==> src/verilog/crtcPkg.sv <==
package crtcPkg;

  localparam int maWidth = 14;
  localparam int raWidth = 5;

  typedef enum logic [4:0] {
    regHTotal    = 5'd0,
    regHDisp     = 5'd1,
    regHSyncPos  = 5'd2,
    regSyncWidth = 5'd3,
    regVTotal    = 5'd4,
    regVAdjust   = 5'd5,
    regVDisp     = 5'd6,
    regVSyncPos  = 5'd7,
    regMode      = 5'd8,
    regMaxRaster = 5'd9,
    regStartHi   = 5'd12,
    regStartLo   = 5'd13
  } regAddr_e;

  typedef struct packed {
    logic [7:0]         hTotal;
    logic [7:0]         hDisp;
    logic [7:0]         hSyncPos;
    logic [3:0]         hSyncWidth;
    logic [3:0]         vSyncWidth; // zero means 16 lines
    logic [6:0]         vTotal;
    logic [4:0]         vAdjust;
    logic [6:0]         vDisp;
    logic [6:0]         vSyncPos;
    logic [7:0]         mode;       // bits 5:4 are display skew
    logic [raWidth-1:0] maxRaster;
    logic [maWidth-1:0] startAddr;
  } crtcRegs_t;

  typedef struct packed {
    logic       csn;
    logic       rwn;
    logic       rs;
    logic [7:0] data;
  } busReq_t;

  localparam crtcRegs_t regResetVal = '{
    hTotal:     8'h3F,
    hDisp:      8'h28,
    hSyncPos:   8'h33,
    hSyncWidth: 4'h4,
    vSyncWidth: 4'h2,
    vTotal:     7'h1E,
    vAdjust:    5'h02,
    vDisp:      7'h19,
    vSyncPos:   7'h1B,
    mode:       8'h91,
    maxRaster:  5'h09,
    startAddr:  14'h2800
  };

endpackage

==> src/verilog/mpuIf.sv <==
`timescale 1ns/1ns

module mpuIf (
  input  logic               I_CLK,
  input  logic               I_RSTn,
  input  logic               busStrobe,
  input  crtcPkg::busReq_t   busReq,
  output crtcPkg::crtcRegs_t regs
);

  import crtcPkg::*;

  logic [4:0] addrReg;
  logic       wrEn;
  regAddr_e   selReg;

  assign wrEn   = busStrobe & ~busReq.csn & ~busReq.rwn;
  assign selReg = regAddr_e'(addrReg); // unlisted indices fall to the default arm

  always_ff @(posedge I_CLK) begin
    if (!I_RSTn) begin
      addrReg <= '0;
      regs    <= regResetVal;
    end else if (wrEn) begin
      if (!busReq.rs) begin
        addrReg <= busReq.data[4:0];
      end else begin
        case (selReg)
          regHTotal: begin
            regs.hTotal <= busReq.data;
          end
          regHDisp: begin
            regs.hDisp <= busReq.data;
          end
          regHSyncPos: begin
            regs.hSyncPos <= busReq.data;
          end
          regSyncWidth: begin
            regs.hSyncWidth <= busReq.data[3:0]; // low nibble is horizontal
            regs.vSyncWidth <= busReq.data[7:4];
          end
          regVTotal: begin
            regs.vTotal <= busReq.data[6:0];
          end
          regVAdjust: begin
            regs.vAdjust <= busReq.data[4:0];
          end
          regVDisp: begin
            regs.vDisp <= busReq.data[6:0];
          end
          regVSyncPos: begin
            regs.vSyncPos <= busReq.data[6:0];
          end
          regMode: begin
            regs.mode <= busReq.data; // interlace and cursor skew bits kept as written
          end
          regMaxRaster: begin
            regs.maxRaster <= busReq.data[4:0];
          end
          regStartHi: begin
            regs.startAddr[13:8] <= busReq.data[5:0];
          end
          regStartLo: begin
            regs.startAddr[7:0] <= busReq.data;
          end
          default: begin
          end
        endcase
      end
    end
  end

endmodule

==> src/verilog/horizTiming.sv <==
`timescale 1ns/1ns

module horizTiming (
  input  logic               I_CLK,
  input  logic               I_RSTn,
  input  crtcPkg::crtcRegs_t regs,
  output logic               hDispRaw,
  output logic               hSync,
  output logic               lineEnd
);

  logic [7:0] hCount;
  logic [3:0] hSyncCnt;   // sync characters still to come after the current one
  logic       hSyncStart;

  // a compare with >= lets a lowered hTotal take effect on the next character
  assign lineEnd    = (hCount >= regs.hTotal);
  assign hDispRaw   = (hCount < regs.hDisp);
  assign hSyncStart = (hCount == regs.hSyncPos) && (regs.hSyncWidth != 4'd0);
  assign hSync      = hSyncStart | (hSyncCnt != 4'd0);

  always_ff @(posedge I_CLK) begin
    if (!I_RSTn) begin
      hCount <= '0;
    end else if (lineEnd) begin
      hCount <= '0;
    end else begin
      hCount <= hCount + 8'd1;
    end
  end

  always_ff @(posedge I_CLK) begin
    if (!I_RSTn) begin
      hSyncCnt <= '0;
    end else if (hSyncStart) begin
      hSyncCnt <= regs.hSyncWidth - 4'd1;
    end else if (hSyncCnt != 4'd0) begin
      hSyncCnt <= hSyncCnt - 4'd1;
    end
  end

endmodule

==> src/verilog/vertTiming.sv <==
`timescale 1ns/1ns

module vertTiming (
  input  logic                        I_CLK,
  input  logic                        I_RSTn,
  input  crtcPkg::crtcRegs_t          regs,
  input  logic                        lineEnd,
  output logic [crtcPkg::raWidth-1:0] ra,
  output logic                        rowEnd,
  output logic                        frameStart,
  output logic                        vDispRaw,
  output logic                        vSync
);

  import crtcPkg::*;

  typedef enum logic {
    stRows,
    stAdjust
  } vtState_e;

  vtState_e           state;
  vtState_e           stateNext;
  logic [6:0]         row;
  logic [6:0]         rowNext;
  logic [raWidth-1:0] raNext;
  logic [4:0]         adjCount;  // number of the adjust line now running
  logic [4:0]         adjNext;
  logic [3:0]         vSyncCnt;
  logic               vSyncStart;

  assign rowEnd     = (state == stRows) && (ra >= regs.maxRaster);
  assign frameStart = (state == stRows) && (row == 7'd0) && (ra == '0);

  always_comb begin
    stateNext = state;
    rowNext   = row;
    raNext    = ra;
    adjNext   = adjCount;
    case (state)
      stRows: begin
        if (ra >= regs.maxRaster) begin
          raNext = '0;
          if (row >= regs.vTotal) begin
            rowNext = '0;
            if (regs.vAdjust != 5'd0) begin
              stateNext = stAdjust;
              adjNext   = 5'd1;
            end
          end else begin
            rowNext = row + 7'd1;
          end
        end else begin
          raNext = ra + raWidth'(1);
        end
      end
      stAdjust: begin
        if (adjCount >= regs.vAdjust) begin
          stateNext = stRows; // the next line opens a new frame
          adjNext   = '0;
        end else begin
          adjNext = adjCount + 5'd1;
        end
      end
      default: begin
        stateNext = stRows;
      end
    endcase
  end

  assign vSyncStart = (stateNext == stRows) && (rowNext == regs.vSyncPos) && (raNext == '0);

  always_ff @(posedge I_CLK) begin
    if (!I_RSTn) begin
      state    <= stRows;
      row      <= '0;
      ra       <= '0;
      adjCount <= '0;
      vDispRaw <= (regResetVal.vDisp != 7'd0);
      vSync    <= 1'b0;
      vSyncCnt <= '0;
    end else if (lineEnd) begin
      state    <= stateNext;
      row      <= rowNext;
      ra       <= raNext;
      adjCount <= adjNext;
      vDispRaw <= (stateNext == stRows) && (rowNext < regs.vDisp);
      if (vSyncStart) begin
        vSync    <= 1'b1;
        vSyncCnt <= regs.vSyncWidth - 4'd1; // a zero width wraps to 16 lines
      end else if (vSyncCnt != 4'd0) begin
        vSyncCnt <= vSyncCnt - 4'd1;
      end else begin
        vSync <= 1'b0;
      end
    end
  end

endmodule

==> src/verilog/scanAddrGen.sv <==
`timescale 1ns/1ns

module scanAddrGen (
  input  logic                        I_CLK,
  input  logic                        I_RSTn,
  input  crtcPkg::crtcRegs_t          regs,
  input  logic                        hDispRaw,
  input  logic                        vDispRaw,
  input  logic                        lineEnd,
  input  logic                        rowEnd,
  input  logic                        frameStart,
  output logic [crtcPkg::maWidth-1:0] ma,
  output logic                        dispEn
);

  import crtcPkg::*;

  logic [maWidth-1:0] rowStart;
  logic [maWidth-1:0] lineBase;
  logic [maWidth-1:0] charOffset; // displayed characters so far in this line
  logic               dispRaw;
  logic [1:0]         dispDly;
  logic [1:0]         skew;

  // the first line of a frame always starts from the programmed start address
  assign lineBase = frameStart ? regs.startAddr : rowStart;
  assign ma       = lineBase + charOffset;

  always_ff @(posedge I_CLK) begin
    if (!I_RSTn) begin
      rowStart   <= regResetVal.startAddr;
      charOffset <= '0;
    end else if (lineEnd) begin
      charOffset <= '0;
      if (rowEnd) begin
        rowStart <= lineBase + maWidth'(regs.hDisp);
      end else begin
        rowStart <= lineBase;
      end
    end else if (hDispRaw) begin
      charOffset <= charOffset + maWidth'(1);
    end
  end

  assign dispRaw = hDispRaw & vDispRaw;
  assign skew    = regs.mode[5:4];

  always_ff @(posedge I_CLK) begin
    if (!I_RSTn) begin
      dispDly <= '0;
    end else begin
      dispDly <= {dispDly[0], dispRaw};
    end
  end

  always_comb begin
    case (skew)
      2'd0:    dispEn = dispRaw;
      2'd1:    dispEn = dispDly[0];
      2'd2:    dispEn = dispDly[1];
      default: dispEn = 1'b0; // skew 3 blanks the display
    endcase
  end

endmodule

==> src/verilog/crtcTop.sv <==
`timescale 1ns/1ns

module crtcTop (
  input  logic                        I_CLK,
  input  logic                        I_RSTn,
  input  logic                        busStrobe,
  input  crtcPkg::busReq_t            busReq,
  output logic [crtcPkg::maWidth-1:0] ma,
  output logic [crtcPkg::raWidth-1:0] ra,
  output logic                        dispEn,
  output logic                        hSync,
  output logic                        vSync
);

  import crtcPkg::*;

  crtcRegs_t regs;
  logic      lineEnd;
  logic      hDispRaw;
  logic      vDispRaw;
  logic      rowEnd;
  logic      frameStart;

  mpuIf uMpuIf (
    .I_CLK     (I_CLK),
    .I_RSTn    (I_RSTn),
    .busStrobe (busStrobe),
    .busReq    (busReq),
    .regs      (regs)
  );

  horizTiming uHorizTiming (
    .I_CLK    (I_CLK),
    .I_RSTn   (I_RSTn),
    .regs     (regs),
    .hDispRaw (hDispRaw),
    .hSync    (hSync),
    .lineEnd  (lineEnd)
  );

  vertTiming uVertTiming (
    .I_CLK      (I_CLK),
    .I_RSTn     (I_RSTn),
    .regs       (regs),
    .lineEnd    (lineEnd),
    .ra         (ra),
    .rowEnd     (rowEnd),
    .frameStart (frameStart),
    .vDispRaw   (vDispRaw),
    .vSync      (vSync)
  );

  scanAddrGen uScanAddrGen (
    .I_CLK      (I_CLK),
    .I_RSTn     (I_RSTn),
    .regs       (regs),
    .hDispRaw   (hDispRaw),
    .vDispRaw   (vDispRaw),
    .lineEnd    (lineEnd),
    .rowEnd     (rowEnd),
    .frameStart (frameStart),
    .ma         (ma),
    .dispEn     (dispEn)
  );

endmodule

==> config.mk <==
export PLATFORM = sky130hd
export DESIGN_NAME = crtcTop
export DESIGN_NICKNAME = d
export VERILOG_FILES = /design/src/verilog/crtcPkg.sv /design/src/verilog/mpuIf.sv /design/src/verilog/horizTiming.sv /design/src/verilog/vertTiming.sv /design/src/verilog/scanAddrGen.sv /design/src/verilog/crtcTop.sv
export SDC_FILE = /design/constraint.sdc
export NUM_CORES = 1
export LEC_CHECK = 0
export ABC_AREA = 1
export BUFFER_PORTS_ARGS = -buffer_cell sky130_fd_sc_hd__buf_2
export CORE_ASPECT_RATIO = 1.2
export CORE_UTILIZATION = 56
export CTS_CLUSTER_SIZE = 10
export DETAILED_ROUTE_END_ITERATION = 8
export PLACE_DENSITY_LB_ADDON = 0.1
export SLEW_MARGIN = 20
export SYNTH_ARGS = -nofsm -noshare
export SYNTH_HDL_FRONTEND = slang
export SYNTH_SLANG_ARGS = --single-unit
==> constraint.sdc <==
create_clock -name I_CLK -period 3.5 [get_ports I_CLK]
set_input_delay 0.175 -clock I_CLK [delete_from_list [all_inputs] [get_ports I_CLK]]
set_output_delay 0.175 -clock I_CLK [all_outputs]
set_load 0.02 [all_outputs]
=== Word-level counts from Yosys, hierarchy flattened ===
Index checks and enable logic that the tools add are counted.

* Register bits after elaboration: 154
* Bits of input ports: 14

* $add $sub $neg: 11
* Order comparisons: 6
* Eq/ne operators: 19
* Multiplexer cells: 24
* Bitwise logic cells: 10
* Reductions and logical operators: 35

{| class="wikitable"
|+ Operators with widths
! kind !! count
|-
| 3-bit AND reduction || 12
|-
| 5-bit two-way mux || 6
|-
| 14-bit two-way mux || 2
|-
| 7-bit two-way mux || 3
|-
| 5-bit by 3-bit equality test with 1-bit output, second input constant || 4
|-
| 5-bit by 4-bit equality test with 1-bit output, second input constant || 4
|-
| 4-bit two-way mux || 4
|-
| 4-bit by 1-bit subtractor with 4-bit output, second input constant || 4
|-
| 5-bit logical NOT || 3
|-
| 14-bit by 1-bit adder with 14-bit output, second input constant || 1
|-
| 14-bit adder || 1
|-
| 14-bit by 8-bit adder with 14-bit output || 1
|-
| 4-bit nonzero test || 3
|-
| 5-bit by 1-bit adder with 5-bit output, second input constant || 2
|-
| 5-bit by 2-bit equality test with 1-bit output, second input constant || 2
|-
| 5-bit >= comparator || 2
|-
| 5-bit one-hot mux with 2 select lines || 1
|-
| 8-bit by 1-bit adder with 8-bit output, second input constant || 1
|-
| 8-bit equality test || 1
|-
| 8-bit >= comparator || 1
|-
| 8-bit < comparator || 1
|-
| 7-bit by 1-bit adder with 7-bit output, second input constant || 1
|-
| 7-bit equality test || 1
|-
| 7-bit >= comparator || 1
|-
| other kinds (20) || 43
|}

=== Depth between registers and ports, before layout ===
Gate-level depths: netlist of run 1.

* Word-level depth: 10
* Depth in mapped cells: 27

=== By module ===
From an unflattened synthesis of run 1, not the netlist that was laid out.

* Cell total of the unflattened synthesis: 1461
* Area total of the unflattened synthesis: 9786.9 um^2

{| class="wikitable"
|+ Modules (own cells, without submodules)
! module !! instances !! cells each !! area each (um^2)
|-
| mpuIf || 1 || 518 || 3644.7
|-
| scanAddrGen || 1 || 425 || 2640.0
|-
| vertTiming || 1 || 365 || 2398.6
|-
| horizTiming || 1 || 153 || 1103.6
|}

=== Worst setup path before layout of run 1 ===
No wires, ideal clock.

* Path type: register to output
* From: register uVertTiming.ra[0] (netlist bit)
* To: output ma[12] (netlist bit)
* Arrival: 3.726 ns
* Required time: 3.325 ns
* Setup slack: -0.401 ns
* Stages on the path, launching flop included: 21
* Path buffers: 2
* Cells stage by stage: dfxtp_1 inv_1 ha_1 nand2_1 nor2_1 nand2_1 inv_2 buf_2 clkbuf_1 o21ai_0 ha_1 inv_1 fa_1 nand3b_1 and2_1 o221ai_1 a21oi_1 o21bai_1 a21oi_1 o21ai_0 xor2_1

* Word-level cells in the longest chain between the ends: 4

{| class="wikitable"
|+ Ends and longest elaborated chain
! element !! line !! text
|-
| from (decl) || vertTiming.sv:8 || <nowiki>output logic [crtcPkg::raWidth-1:0] ra,</nowiki>
|-
| from (signal assigned) || vertTiming.sv:85 || <nowiki>ra <= raNext;</nowiki>
|-
| 5-bit logical NOT || vertTiming.sv:33 || <nowiki>assign frameStart = (state == stRows) && (row == 7'd0) && (ra == '0);</nowiki>
|-
| 1-bit logical AND || vertTiming.sv:33 ||
|-
| 14-bit two-way mux || scanAddrGen.sv:26 || <nowiki>assign lineBase = frameStart ? regs.startAddr : rowStart;</nowiki>
|-
| 14-bit adder || scanAddrGen.sv:27 || <nowiki>assign ma = lineBase + charOffset;</nowiki>
|-
| to (decl) || crtcTop.sv:8 || <nowiki>output logic [crtcPkg::maWidth-1:0] ma,</nowiki>
|}

No other way between the ends.

=== Final worst setup path of run 1 ===
* From: register uVertTiming.ra[3] (netlist bit)
* To: output ma[12] (netlist bit)

Same word-level chain as after synthesis.

==> run_results.csv, run 1 <==
group,metric,value,unit
clock_network,cts_tree,"yes",
synthesis,ys_warn_count,0,
synthesis,synth_edf_count,0,
timing,slew_viol_final,0,
status,violations,"negative setup slack",
clock_network,clk_latency,0.43,ns
critical_path,startpoint_type,"flip-flop",
critical_path,cp_data_arrival_time,3.37,ns
global_route,grt_overflow_total,0,
floorplanning,die_w,114,µm
global_route,grt_max_degree,93,
clock_network,h-tree-depth,4,
detailed_routing,wire_per_inst,15.6,µm
synthesis,ys_seq_elements,150,
pwr,peakVddDrop,0.000373,V
pwr,total_leakage_power,0.00490,µW
floorplanning,die_area,15700,µm²
synthesis,ys_dominant_reg_cell,"dfxtp_1",
timing,rsz0062_at_grt,"yes",
floorplanning,start_util,58.1,%
synthesis,synth_cell_type_count,49,
critical_path,crit_type,"flip-flop to output port",
synthesis,syn_inst,1163,
clock_network,cts_buffers,17,
timing,worstMarginPinSlew,0.862,ns
timing,fin_crit_sh,101,%
run,max_cap_viol_count,0,
detailed_routing,antenna_left,0,
clock_network,clk_path_buf_depth,2,
timing,timing.final.hold_violations,0,
clock_network,root_buffer,"clkbuf_16",
placed_design,gp_congestion,0.885,
detailed_routing,drt-initial-drc-count,431,
timing,fin_ws,-0.0451,ns
synthesis,async_flop_share,0,%
floorplanning,core_area,14600,µm²
timing,slew_headroom,42.5,%
critical_path,end_kind,"output port",
detailed_routing,drc,0,
timing,setup_viol,2,
min_path,hp-class,"input port to flip-flop",
global_route,grt_pass1_vias,7471,
floorplanning,dieHeight,137,µm
layout,layout.filler_cells,1187,
timing,skew,0.00877,ns
placed_design,port_buffers,35,
timing,finalCriticalPeriod,3.55,ns
detailed_routing,drt_wl_total,23100,µm
synthesis,yosysSeqAreaShare,35.4,%
clock_network,clkTransAtPathRegs,0.06,ns
layout,post-route-util,71.1,%
placed_design,dp.cells,1396,
synthesis,synth.avg_cell_area,7.30,µm²
layout,stdcell_count,1481,
detailed_routing,first_pass_iters,4,
pwr,power_per_cell_area,373,nW/µm²
layout,nets,1353,
global_route,antenna_found_initial,0,
timing,tns,-0.0507,ns
critical_path,crit_required,3.32,ns
global_route,grtUsageTotal,29.7,%
detailed_routing,vias,8116,
floorplanning,rows,48,
clock_network,clock_sinks,150,
detailed_routing,via_per_inst,5.48,
placed_design,dp_hpwl,15400,µm
critical_path,path_max_fanout,4,
clock_network,cts-hold-fix-buffers,0,
layout,layout-drive-gt1-share,19.2,%
layout,syn_to_final_growth,22.3,%
synthesis,syn_area,8490,µm²
status,outcome,"finished, violations left",
layout,n_antenna_cell,0,
floorplanning,top_level_ports,36,
timing,fmaxAchievable,282,MHz
synthesis,syn_nets,1247,
min_path,hold_path_depth,3,
critical_path,reg2reg_depth,25,
global_route,grt_pass1_wl,36000,µm
[flip-flops by register name, summed over array words and instances, names as in the netlist, 2 cells and up]
name / count
uMpuIf.addrReg: 5
uHorizTiming.hSyncCnt: 4
uVertTiming.row: 7
uScanAddrGen.charOffset: 14
uHorizTiming.hCount: 8
uScanAddrGen.rowStart: 14
uVertTiming.adjCount: 5
uScanAddrGen.dispDly: 2
uVertTiming.vSyncCnt: 4
uMpuIf.regs: 79
uVertTiming.ra: 5
[metal layers]
layer  routed length [µm]  track usage, %  vias to the layer above
met1                 9980            36.4                     3761
met3                 1090            4.56                       52
met4                  708            13.2                        0
li1                     -               -                     4082
met2                11300            51.5                      221
met5                    0               0                        -
[worst max-delay path, cell delays in order (launching register included)]
cell and delay, ns:
dfxtp_1 0.33, inv_2 0.09, nand4_1 0.10, nor2_2 0.20, nand2_4 0.13, inv_4 0.10
nand2_2 0.07, o21ai_4 0.08, ha_4 0.16, inv_2 0.03, fa_2 0.33, nand3b_1 0.16
and2_4 0.16, o221ai_4 0.15, a21oi_2 0.07, o21bai_1 0.19, a21oi_1 0.10, o21ai_2 0.20
xor2_2 0.16, buf_6 0.13
[power breakdown]
group / total [µW] / internal (µW) / switching (µW)
clock: 1930 / 1210 / 721
sequential: 1750 / 1730 / 16.6
combinational: 193 / 60.0 / 133
[what timing repair did]
item	in CTS	in global routing
buffers inserted	42	13
endpoints found under the setup margin	4	11
pin swaps	15	30
resized for setup	35	62
gates cloned	0	2
[final timing paths]
check                            endpoint  slack [ns]                     from
setup / recovery                   ma[12]       -0.05        uVertTiming.ra[3]
hold / removal            uMpuIf.regs[14]        0.05                busReq[0]
setup reg to reg       uVertTiming.row[1]        0.11       uVertTiming.row[1]
hold reg to reg   uScanAddrGen.dispDly[1]        0.43  uScanAddrGen.dispDly[0]
[final cells by class]
class | instances | area [µm²] | share of cell area (%)
multi-input cells | 787 | 4900 | 47.2
flip-flops and latches | 150 | 3020 | 29.0
repair buffers | 116 | 840 | 8.09
inverters | 196 | 748 | 7.21
clock buffers | 23 | 498 | 4.80
well taps | 200 | 250 | 2.41
clock inverters | 8 | 120 | 1.16
repair inverters | 1 | 6.26 | 0.0603
[placed cells by master (no fill, tap or decap), types with 20 or more instances in the layout]
cell type	count
nand2_1	189
inv_1	176
dfxtp_1	142
a21oi_1	100
o21ai_0	81
nor2_1	78
buf_4	78
ha_1	59
nand3_1	42
buf_2	32
o211ai_1	30
nand4_1	25
xor2_1	21
nor3_1	20
o22ai_1	20
[synth_stat cells, drive strengths merged, types with 2 or more instances]
library cell / n / area (µm²)
nand4: 28 / 203
or2: 7 / 43.8
dfxtp: 150 / 3000
nand3: 49 / 270
ha: 68 / 851
nor3b: 4 / 30.0
nand2: 207 / 805
nand3b: 3 / 22.5
inv: 192 / 721
nor2: 84 / 333
a22oi: 4 / 30.0
xnor2: 8 / 70.1
buf: 9 / 61.3
clkbuf: 21 / 78.8
o22ai: 21 / 131
and3: 2 / 12.5
nor3: 22 / 115
o211ai: 30 / 225
nor4: 2 / 12.5
mux2i: 4 / 40.0
fa: 2 / 40.0
clkinv: 4 / 15.0
a21oi: 107 / 558
o21ai: 94 / 470
o21a: 8 / 60.1
o2111ai: 2 / 17.5
xor2: 22 / 193
[logic make-up after synthesis]
| family | synth area share, % |
|---|---|
| mux | 0.472 |
| fa+ha+maj | 10.5 |
| buf+inv | 10.3 |
| compound gates | 18.4 |
| simple gates | 21.8 |
| flops | 35.4 |
| xor+xnor | 3.10 |
[through the flow]
stage / total power, µW / worst slack, ns / hold slack (ns) / instance area, µm²
after detailed placement: 1970 / 0.0288 / 0.418 / 9010
after floorplan: 1900 / 0.0102 / 0.301 / 8520
after global routing: 3980 / -0.236 / 0.0497 / 10400
final: 3870 / -0.0451 / 0.0484 / 10400
after CTS: 3880 / -0.0340 / 0.0250 / 10000
after global placement: 1970 / 0.0964 / 0.420 / 9010
No activity file was read; power rests on OpenSTA's default activity.
==> inputs of run 2 (changes only) <==
Settings changed: CORE_UTILIZATION 56 to 57, SYNTH_HIERARCHICAL set to 1.
==> run_results.csv, run 2 <==
group,metric,value,unit
timing,finalCriticalPeriod,3.37,ns
critical_path,cp_cell_sequence,"inv_2 -> ha_1 -> nand3_1 -> nor3_4 -> buf_12 -> buf_6 -> inv_2 -> nand2_1 -> nand2_2 -> ha_4 -> nand2_1 -> nor2_2 -> nand4_1 -> or2_2 -> nand2_1 -> nand2_1 -> nand2_1 -> buf_4",
critical_path,crit_required,3.32,ns
layout,nets,1558,
clock_network,root_buffer,"clkbuf_16",
layout,post-route-util,65.6,%
layout,largest_reg_flops,79,
timing,timing.final.hold_violations,0,
detailed_routing,via_per_inst,5.43,
detailed_routing,vias,9213,
pwr,p_sw_share,23.9,%
pwr,total_leakage_power,0.00523,µW
clock_network,clkTransAtPathRegs,0.06,ns
critical_path,cp_slowest_cell,"dfxtp_2",
pwr,p_comb_share,7.8,%
floorplanning,start_util,58.6,%
clock_network,h-tree-depth,4,
layout,layout-drive-gt1-share,12.5,%
floorplanning,core_area,16300,µm²
critical_path,startpoint_type,"flip-flop",
layout,regMostFlops,"uMpuIf/regs",
synthesis,syn_nets,1517,
placed_design,port_buffers,35,
detailed_routing,antenna_left,0,
timing,worstMarginPinSlew,0.867,ns
placed_design,gp_congestion,0.963,
critical_path,crit_type,"flip-flop to output port",
pwr,fin_total_pwr,3910,µW
layout,layout_common_cells,"338 x nand2_1, 185 x nor2_1, 178 x inv_1, 173 x nand3_1, 148 x dfxtp_1",
status,outcome,"finished, final reports clean",
detailed_routing,drt-initial-drc-count,567,
detailed_routing,wire_per_inst,15.0,µm
detailed_routing,drt_wl_total,25400,µm
floorplanning,dieHeight,144,µm
clock_network,clk_latency,0.43,ns
critical_path,path_max_fanout,9,
floorplanning,top_level_ports,36,
critical_path,end_kind,"output port",
timing,fin_crit_sh,96.2,%
global_route,antenna_found_initial,0,
critical_path,cp_common_cell,"nand2_1",
global_route,grt_max_degree,49,
timing,tns,0,ns
floorplanning,die_w,120,µm
clock_network,clock_sinks,150,
timing,fmaxAchievable,297,MHz
synthesis,syn_area,9580,µm²
run,max_cap_viol_count,0,
timing,setup_viol,0,
global_route,grt_pass1_vias,8392,
timing,whs,0.0889,ns
timing,skew,0.0153,ns
pwr,p_int,2980,µW
timing,slew_viol_final,0,
pwr,power_per_cell_area,365,nW/µm²
synthesis,ys_warn_count,6,
synthesis,synth.avg_cell_area,6.68,µm²
global_route,grt_pass1_wl,40900,µm
synthesis,syn_inst,1433,
detailed_routing,first_pass_iters,7,
placed_design,dp_hpwl,18900,µm
detailed_routing,drc,0,
layout,multi_input_area,5780,µm²
critical_path,regToRegSetupSlack,0.43,ns
floorplanning,rows,51,
pwr,pwr-share-clk,47.2,%
floorplanning,die_area,17300,µm²
clock_network,clk_path_buf_depth,2,
pwr,p_seq_share,44.9,%
layout,final_common_cell,"nand2_1",
layout,ff_latch_area,3010,µm²
clock_network,cts_buffers,17,
min_path,hp-class,"input port to flip-flop",
critical_path,critPathMaxStageDelay,0.34,ns
pwr,p_switching,936,µW
pwr,peakVddDrop,0.000360,V
layout,largest_registers,"uMpuIf/regs: 79 flops, uScanAddrGen/charOffset: 14 flops, uScanAddrGen/rowStart: 14 flops",
layout,n_antenna_cell,0,
clock_network,cts_tree,"yes",
timing,slew_headroom,42.0,%
layout,syn_to_final_growth,12.0,%
global_route,grtUsageTotal,30.1,%
critical_path,cp_data_arrival_time,3.19,ns
layout,layout.filler_cells,1564,
global_route,grt_overflow_total,0,
## run 2: changes by cell type in the layout (fill, tap and decap cells not counted), sizes merged, moves of 10 or more
| cell | change |
|---|---|
| xor2 | -10 |
| a21oi | -43 |
| nand3 | +133 |
| o211ai | -22 |
| nand2 | +163 |
| o22ai | -18 |
| buf | -58 |
| nor2 | +123 |
| o21ai | -45 |
## run 2: power groups by stage
stage	Sequential, µW	Combinational, µW	Clock, µW
global route	1760	341	1950
CTS	1760	302	1870
global placement	1790	296	0
finish	1760	306	1850
floorplan	1790	230	0
detailed placement	1800	299	0
## run 2: repair_timing
item	CTS	global route
pin swaps	2	3
setup buffers	0	6
hold buffers	0	0
resized for setup	6	28
cloned	0	1
setup endpoints to repair	6	8
## run 2: through the flow
step | instances | setup WS, ns | instance area [µm²]
global placement | 1660 | 0.369 | 9920
floorplan | 1433 | 0.241 | 9580
global route | 1697 | -0.0279 | 10700
CTS | 1690 | 0.000788 | 10500
detailed placement | 1660 | 0.304 | 9920
finish | 1697 | 0.135 | 10700
## run 2: final cells by class
class	count	area share, %
Clock inverter	6	0.840
Clock buffer	24	4.68
Timing Repair Buffer	57	3.37
Inverter	190	6.69
Multi-Input combinational cell	1058	53.9
Tap cell	212	2.47
Sequential cell	150	28.0
## run 2: worst paths after layout
| kind | startpoint | endpoint | depth (start not counted) |
|---|---|---|---|
| hold reg to reg | uScanAddrGen/dispDly[0] | uScanAddrGen/dispDly[1] | 2 |
| hold / removal | busReq[2] | uMpuIf/regs[79] | 3 |
| setup / recovery | uVertTiming/ra[0] | ma[13] | 18 |
| setup reg to reg | uVertTiming/ra[1] | uVertTiming/vSyncCnt[2] | 18 |
## run 2: routing by layer
| metal | wire (µm) | track usage (%) | part of all wire (%) | vias up |
|---|---|---|---|---|
| li1 | - | - | - | 4696 |
| met1 | 11000 | 36.5 | 43 | 4200 |
| met2 | 12200 | 52.0 | 48 | 260 |
| met3 | 1180 | 4.14 | 4.6 | 57 |
| met4 | 1000 | 15.6 | 3.9 | 0 |
| met5 | 0 | 0 | 0 | - |
## run 2: worst max-delay path: cells and delay by family, from the launching register on
| family | cells | cell delay, ns |
|---|---|---|
| adders and majority gates | 2 | 0.48 |
| buffers and inverters | 5 | 0.56 |
| DFF | 1 | 0.34 |
| and+or+nand+nor | 11 | 1.39 |
